===== src/verilog/matmul_pkg.sv =====
// shared sizes and widths for the systolic matmul core
// every RTL file and the testbench refer to these as matmul_pkg::name
package matmul_pkg;

    // array geometry
    localparam int array_dim = 16;  // rows and columns of array and matrices
    localparam int idx_width = 4;   // bits of a row or column index

    // operand and result widths, all signed
    localparam int data_width = 8;   // weight or activation
    localparam int psum_width = 24;  // partial sum and final result

    // result memory
    localparam int addr_width = 8;          // per-bank slice of the write address bus
    localparam int mem_depth  = array_dim;  // words per bank, one per result row

endpackage


===== src/verilog/result_reader.sv =====
// streams the stored result matrix out row-major, one element per cycle
// starts on the rising edge of done, busy covers stream in through last result
`timescale 1ns/1ps

module result_reader (
    input  logic                                                    clk,
    input  logic                                                    reset,
    input  logic                                                    done,
    input  logic                                                    act_valid,
    input  logic [matmul_pkg::array_dim*matmul_pkg::psum_width-1:0] rd_data,
    output logic [matmul_pkg::idx_width-1:0]                        rd_addr,
    output logic                                                    res_valid,
    output logic signed [matmul_pkg::psum_width-1:0]                res_data,
    output logic                                                    busy
);

    logic                             done_q;   // for edge detect
    logic                             reading;
    logic [matmul_pkg::idx_width-1:0] row_cnt;
    logic [matmul_pkg::idx_width-1:0] col_cnt;
    logic [matmul_pkg::idx_width-1:0] col_q;    // column of the word now on rd_data
    logic                             res_last; // final element of the matrix

    assign rd_addr = row_cnt;

    always_ff @(posedge clk) begin
        if (reset) begin
            done_q    <= 1'b0;
            reading   <= 1'b0;
            row_cnt   <= '0;
            col_cnt   <= '0;
            res_valid <= 1'b0;
            res_last  <= 1'b0;
            busy      <= 1'b0;
        end else begin
            done_q    <= done;
            res_valid <= reading;  // follows the read by one cycle
            res_last  <= reading && (&row_cnt) && (&col_cnt);

            if (done && !done_q && !reading) begin
                reading <= 1'b1;
                row_cnt <= '0;
                col_cnt <= '0;
            end else if (reading) begin
                col_cnt <= col_cnt + 1'b1;
                if (&col_cnt) begin
                    row_cnt <= row_cnt + 1'b1;
                    if (&row_cnt) begin
                        reading <= 1'b0;  // all 256 reads issued
                    end
                end
            end

            if (act_valid) begin
                busy <= 1'b1;
            end else if (res_valid && res_last) begin
                busy <= 1'b0;
            end
        end
    end

    always_ff @(posedge clk) begin
        col_q <= col_cnt;
    end

    // pick this cycle's column out of the bank word
    assign res_data = rd_data[col_q*matmul_pkg::psum_width +: matmul_pkg::psum_width];

    // a new write band must not finish while the old matrix is streaming
    a_no_restart: assert property (@(posedge clk) disable iff (reset)
        reading |-> !$rose(done))
        else $error("done rose again during readout");

endmodule


===== config.mk =====
export PLATFORM = sky130hd
export DESIGN_NAME = result_reader
export DESIGN_NICKNAME = d
export VERILOG_FILES = /design/src/verilog/matmul_pkg.sv /design/src/verilog/result_reader.sv
export SDC_FILE = /design/constraint.sdc
export NUM_CORES = 1
export LEC_CHECK = 0
export CAP_MARGIN = 20
export CORE_AREA = 2 2 163 165
export DETAILED_ROUTE_END_ITERATION = 6
export DIE_AREA = 0 0 165 167
export DONT_BUFFER_PORTS = 1
export GPL_ROUTABILITY_DRIVEN = 0
export GPL_TIMING_DRIVEN = 1
export MAX_ROUTING_LAYER = met4
export SKIP_CTS_REPAIR_TIMING = 1
export SLEW_MARGIN = 0
export SYNTH_ARGS = -nofsm -noshare
export SYNTH_HDL_FRONTEND = slang
export SYNTH_SLANG_ARGS = --single-unit

===== constraint.sdc =====
create_clock -name clk -period 4.64 [get_ports clk]
set_input_delay 0.928 -clock clk [delete_from_list [all_inputs] [get_ports clk]]
set_output_delay 0.928 -clock clk [all_outputs]
set_load 0.01 [all_outputs]

==> results of run 1 <==
==> final cells by class <==
class                   instances  area share (%)
diodes                         14          0.9109
repair buffers                  5           1.627
multi-input cells             210           75.05
clock inverters                 1          0.1301
inverters                       4          0.3904
well taps                     335           10.90
flip-flops and latches         17           9.044
clock buffers                   3           1.952
==> placed cells by master (no fill, tap or decap), drive strengths merged, types with 3 or more instances in the layout <==
| master | netlist | routed |
|---|---|---|
| nor2 | 8 | 8 |
| clkbuf | 18 | 3 |
| nor2b | 3 | 3 |
| a22oi | 48 | 48 |
| inv | 4 | 4 |
| nand2 | 27 | 27 |
| dfxtp | 17 | 17 |
| buf | 16 | 5 |
| a21oi | 6 | 6 |
| mux4 | 96 | 96 |
| diode | 0 | 14 |
==> per-layer routing <==
| metal | GRT usage [%] | part of all wire (%) | wire [microns] |
|---|---|---|---|
| met1 | 14.68 | 38 | 6546 |
| met2 | 18.53 | 48 | 8244 |
| met3 | 3.288 | 12 | 2050 |
| met4 | 3.214 | 2.7 | 475 |
| met5 | - | 0 | 0 |
==> per-stage QoR <==
stage	instance area, sq um	cells	util (%)	setup slack (ns)
2_1_floorplan	3398	265	-	2.056
3_3_place_gp	3731	571	14.48	1.549
3_5_place_dp	3731	571	14.48	1.517
4_1_cts	3811	575	14.79	1.240
5_1_grt	3846	589	14.93	1.079
6_report	3846	589	14.93	1.321
==> power by group <==
| group | leakage [nW] | internal [mW] | switching [mW] |
|---|---|---|---|
| Combinational | 0.774 | 0.161 | 0.110 |
| Sequential | 0.140 | 0.150 | 0.00943 |
| Clock | 0.0410 | 0.115 | 0.0577 |
==> path summary, 6_finish.rpt <==
kind | startpoint | end | slack (ns) | depth (start not counted)
min | col_cnt[3]$_SDFFE_PP0P_ | col_q[3]$_DFF_P_ | 0.38 | 0
max reg2reg | reading$_SDFF_PP0_ | rd_addr[3]$_SDFFE_PP0P_ | 3.09 | 3
max | col_q[0]$_DFF_P_ | res_data[20] | 1.32 | 5
min reg2reg | col_cnt[3]$_SDFFE_PP0P_ | col_q[3]$_DFF_P_ | 0.38 | 0
==> flip-flops by register name, summed over array words and instances (netlist names) <==
register and count:
res_last 1, res_valid 1, col_cnt 4, reading 1, col_q 4, busy 1, done_q 1, rd_addr 4
==> critical path, delay by kind of cell (launching register included) <==
family	cells	cell delay [ns]
flip-flops	1	0.35
AO/OA/AOI/OAI	1	0.29
buffers and inverters	2	0.75
AND/OR/NAND/NOR	1	0.17
multiplexers	1	0.55
==> cell families after synthesis <==
kind of cell / after synthesis / share of synthesized area (%)
flops: 17 / 10.01
xor+xnor: 3 / 0.7733
buf+inv: 38 / 5.706
fa+ha+maj: 2 / 0.7363
compound gates: 59 / 12.48
mux: 97 / 63.92
simple gates: 49 / 6.370
==> flow_metrics.tcl, run 1 <==
set metrics [dict create \
    status "finished clean" \
    cts_tree "yes" \
    synth_edf_count 0 \
    ant_nets 0 \
    yosysMostFrequentCell "mux4_2" \
    cp.required_ns 3.71 \
    num-fill-cells 2842 \
    wl_per_cell_microns 29.40 \
    numClockSinks 17 \
    cp_max_fo 24 \
    end_kind "primary output" \
    die-area_sq_mm 0.02756 \
    fp.dieH_microns 167 \
    synth_common_cells "96 x mux4_2, 48 x a22oi_1, 27 x nand2_1" \
    synthCells 265 \
    htree_levels 1 \
    routed_wl_microns 17320 \
    multiInputGateArea_sq_mm 0.002887 \
    async_reset_ff_share_pct 0 \
    fin_crit_ns 3.319 \
    synth_warnings 0 \
    clk_path_buf_depth 2 \
    worst_pin_slew_ns 0.9214 \
    cp_cell_sequence "buf_4, buf_4, mux4_2, a22oi_1, nand2_1" \
    timing.final.crit_share_pct 71.53 \
    clock_latency_ns 0.25 \
    start_util_pct 13.19 \
    io_pins 418 \
    drv_slew 0 \
    cp_slowest_cell "mux4_2" \
    synthDistinctLibCells 24 \
    drc 0 \
    drt_iter0_markers 199 \
    start_kind "flop" \
    dp_hpwl_microns 14950 \
    design.core.area_sq_mm 0.02576 \
    critPathKind "flop to primary output" \
    root_buffer "clkbuf_16" \
    firstDrtPassIters 4 \
    via_count 2937 \
    clk_pin_slew_ns 0.05 \
    dieWidth_microns 165 \
    whs_ns 0.3786 \
    slew_headroom_pct 38.44 \
    hold_viol 0 \
    irDropWorstVdd_mv 0.1605 \
    rows 59 \
    via_per_inst 4.986 \
    grt_pass1_vias 3014 \
    cellPowerDensity_mw_per_mm2 157.0 \
    critPathMaxStageDelay_ns 0.55 \
    overflow 0 \
    grt_usage_pct 11.75 \
    grt_start_max_net_pins 58 \
    cap_violations 0 \
    grt_first_pass_wirelength_microns 22120 \
    nNetsFinal 631 \
    syn_area_sq_mm 0.003398 \
    power_uw 603.8 \
    synth_area_leader_cell "mux4_2" \
    antenna_found_initial 16 \
    io_buffers 0 \
    crit_arrival_ns 2.39 \
    avgSynthCellArea_sq_um 12.82 \
    regArea_sq_um 347.8 \
    path_common_cell "buf_4" \
    setup-tns-final_ns 0 \
    synth_flop_cell "dfxtp_1" \
    p_leak_nw 0.9550 \
    synth_top_area_share_pct 63.62 \
    finalSetupViolCount 0 \
    syn-num-nets 655 \
    numCtsBuffers 3 \
    area_delta_synth_final_pct 13.18 \
    ys_ff_latch 17 \
    fmax_ghz 0.3013 \
    synth_area_leaders "mux4_2 64%, a22oi_1 11%, dfxtp_1 10%, nand2_1 3.0%, clkbuf_1 2.0%" \
    rsz0062_at_grt "false" \
    skew_ns 0.003025 \
    drive_gt1_share_pct 46.25 \
    hold_class "flop to flop" \
    ys_seq_area_share_pct 10.01 \
]
(Power assumes the default switching activity.)
==> run 2: changes to the inputs <==
--- a/config.mk
+++ b/config.mk
@@ -5,6 +5,7 @@
 export SDC_FILE = /design/constraint.sdc
 export NUM_CORES = 1
 export LEC_CHECK = 0
+export ABC_AREA = 1
 export CAP_MARGIN = 20
 export CORE_AREA = 2 2 163 165
 export DETAILED_ROUTE_END_ITERATION = 6
==> constraint.sdc (replaced) <==
create_clock -name clk -period 2.9 [get_ports clk]
set_input_delay 0.58 -clock clk [delete_from_list [all_inputs] [get_ports clk]]
set_output_delay 0.58 -clock clk [all_outputs]
set_load 0.01 [all_outputs]
==> flow_metrics.tcl, run 2 <==
set metrics [dict create \
    dieWidth_microns 165 \
    dp_cells 1511 \
    htree_levels 1 \
    via_count 7164 \
    ys_seq_area_share_pct 6.275 \
    drv_slew 0 \
    grt_start_max_net_pins 97 \
    synth_top_area_share_pct 35.92 \
    clk_pin_slew_ns 0.05 \
    synth_area_leaders "nand2_1 36%, nand3_1 27%, inv_1 21%, dfxtp_1 6.3%, buf_2 4.0%" \
    start_kind "flop" \
    critPathKind "flop to primary output" \
    clock_latency_ns 0.25 \
    drt_iter0_markers 501 \
    p_leak_nw 3.740 \
    fin_ws_ns 0.3468 \
    dp_hpwl_microns 21180 \
    firstDrtPassIters 5 \
    synth_edf_count 0 \
    skew_ns 0.004927 \
    clk_path_buf_depth 2 \
    p_sw_share_pct 46.04 \
    synth_common_cells "519 x nand2_1, 300 x inv_1, 289 x nand3_1" \
    drc 0 \
    fmax_ghz 0.3917 \
    nNetsFinal 1571 \
    avgSynthCellArea_sq_um 4.395 \
    crit_arrival_ns 1.97 \
    synth_warnings 0 \
    hold_class "flop to flop" \
    hold_viol 0 \
    cellPowerDensity_mw_per_mm2 209.1 \
    power.share.sequential_pct 20.5 \
    io_buffers 0 \
    async_reset_ff_share_pct 0 \
    power_mw 1.209 \
    r2r_end "reading$_SDFF_PP0_" \
    overflow 0 \
    final_common_cell "nand2_1" \
    ys_ff_latch 17 \
    n_antenna_cell 0 \
    syn_area_sq_mm 0.005424 \
    via_per_inst 4.729 \
    wl_per_cell_microns 16.57 \
    synthCells 1234 \
    mostFrequentLayoutCells "519 x nand2_1, 299 x inv_1, 289 x nand3_1" \
    numCtsBuffers 3 \
    drive_gt1_share_pct 2.458 \
    rows 59 \
    routed_wl_microns 25100 \
    ant_nets 0 \
    grt_pass1_vias 5895 \
    fin_crit_ns 2.553 \
    endpoint "res_data[21]" \
    io_pins 418 \
    worst_pin_slew_ns 0.7509 \
    reg2reg_slack_ns 1.58 \
    grt_first_pass_wirelength_microns 33840 \
    clock_power_share_pct 22.6 \
    place_ws_ns 0.5890 \
    setup-tns-final_ns 0 \
    fp.dieH_microns 167 \
    reg2reg_depth 5 \
    irDropWorstVdd_mv 0.1579 \
    power_switching_uw 556.7 \
    cap_violations 0 \
    post-route-util_pct 22.45 \
    status "finished clean" \
    p_int_uw 652.6 \
    start_util_pct 21.05 \
    timing.rr.start "rd_addr[1]$_SDFFE_PP0P_" \
    cts_tree "yes" \
    synthDistinctLibCells 18 \
    p_comb_share_pct 56.8 \
    cp.required_ns 2.32 \
    area_delta_synth_final_pct 6.644 \
    numClockSinks 17 \
    timing.critical_path.from "col_q[0]$_DFF_P_" \
    root_buffer "clkbuf_16" \
    die-area_sq_mm 0.02756 \
    finalSetupViolCount 0 \
    stdcell_count 1515 \
    design.core.area_sq_mm 0.02576 \
    antenna_found_initial 0 \
    end_kind "primary output" \
    grt_usage_pct 16.87 \
    timing.final.crit_share_pct 88.04 \
    rsz0062_at_grt "false" \
    synth_area_leader_cell "nand2_1" \
    yosysMostFrequentCell "nand2_1" \
    cp_max_fo 50 \
    syn-num-nets 1624 \
    slew_headroom_pct 49.88 \
    synth_flop_cell "dfxtp_1" \
]
[run 2: cell count changes after synthesis, sizes merged, moves of 5 or more]
cell,before,now
clkbuf,18,10
mux4,96,0
nor2,8,13
buf,16,68
nand3,2,289
nand2,27,519
a22oi,48,0
inv,4,302
[run 2: worst min-delay path by stage]
| stage | depth (start not counted) | start | to |
|---|---|---|---|
| 3_5_place_dp | 0 | col_cnt[1]$_SDFFE_PP0P_ | col_q[1]$_DFF_P_ |
| 6_report | 0 | col_cnt[0]$_SDFFE_PP0P_ | col_q[0]$_DFF_P_ |
| 5_1_grt | 0 | col_cnt[0]$_SDFFE_PP0P_ | col_q[0]$_DFF_P_ |
| 3_3_place_gp | 0 | col_cnt[0]$_SDFFE_PP0P_ | col_q[0]$_DFF_P_ |
| 2_1_floorplan | 0 | col_cnt[3]$_SDFFE_PP0P_ | col_q[3]$_DFF_P_ |
| 4_1_cts | 0 | col_cnt[0]$_SDFFE_PP0P_ | col_q[0]$_DFF_P_ |
[run 2: critical path, cell delays in order, from the launching register on]
cell and delay (ns):
dfxtp_4 0.37, inv_6 0.21, buf_12 0.26, buf_12 0.23, nand2_1 0.07, nand2_1 0.06
nand2_1 0.05, nand3_1 0.12, nand3_1 0.13, nand2_1 0.19
[run 2: layout make-up]
| type | count | area, sq um |
|---|---|---|
| fillers | 3054 | 19980 |
| flip-flops and latches | 17 | 349.1 |
| well taps | 335 | 419.2 |
| inverters | 302 | 1140 |
| repair buffers | 20 | 250.2 |
| multi-input cells | 837 | 3547 |
| clock buffers | 4 | 78.83 |
[run 2: cells by family (layout without fill, tap and decap cells)]
group / count (synthesis) / count (layout) / synth area share (%)
buffers and inverters: 380 / 326 / 28.33
AO/OA/AOI/OAI: 8 / 8 / 0.7382
AND/OR/NAND/NOR: 826 / 826 / 64.04
flip-flops: 17 / 17 / 6.275
XOR/XNOR: 1 / 1 / 0.1615
adder cells (fa/ha/maj): 2 / 2 / 0.4613
[run 2: layer usage]
| layer | part of all wire [%] | GRT usage (%) |
|---|---|---|
| met5 | 0 | - |
| met2 | 48 | 28.64 |
| met1 | 43 | 21.70 |
| met4 | 1.3 | 1.890 |
| met3 | 8.1 | 2.540 |
[run 2: power by group through the flow]
stage	sequential (mW)	combinational (mW)	clock, mW
finish	0.248	0.687	0.274
global route	0.248	0.788	0.290
CTS	0.248	0.697	0.279
detailed placement	0.253	0.694	0
global placement	0.252	0.687	0
floorplan	0.250	0.522	0
[run 2: per-stage QoR]
| stage | instance area, sq um | hold slack, ns |
|---|---|---|
| after floorplan | 5424 | 0.3642 |
| after global placement | 5705 | 0.3711 |
| after detailed placement | 5705 | 0.3768 |
| after CTS | 5784 | 0.3814 |
| after global routing | 5784 | 0.3876 |
| final | 5784 | 0.3816 |
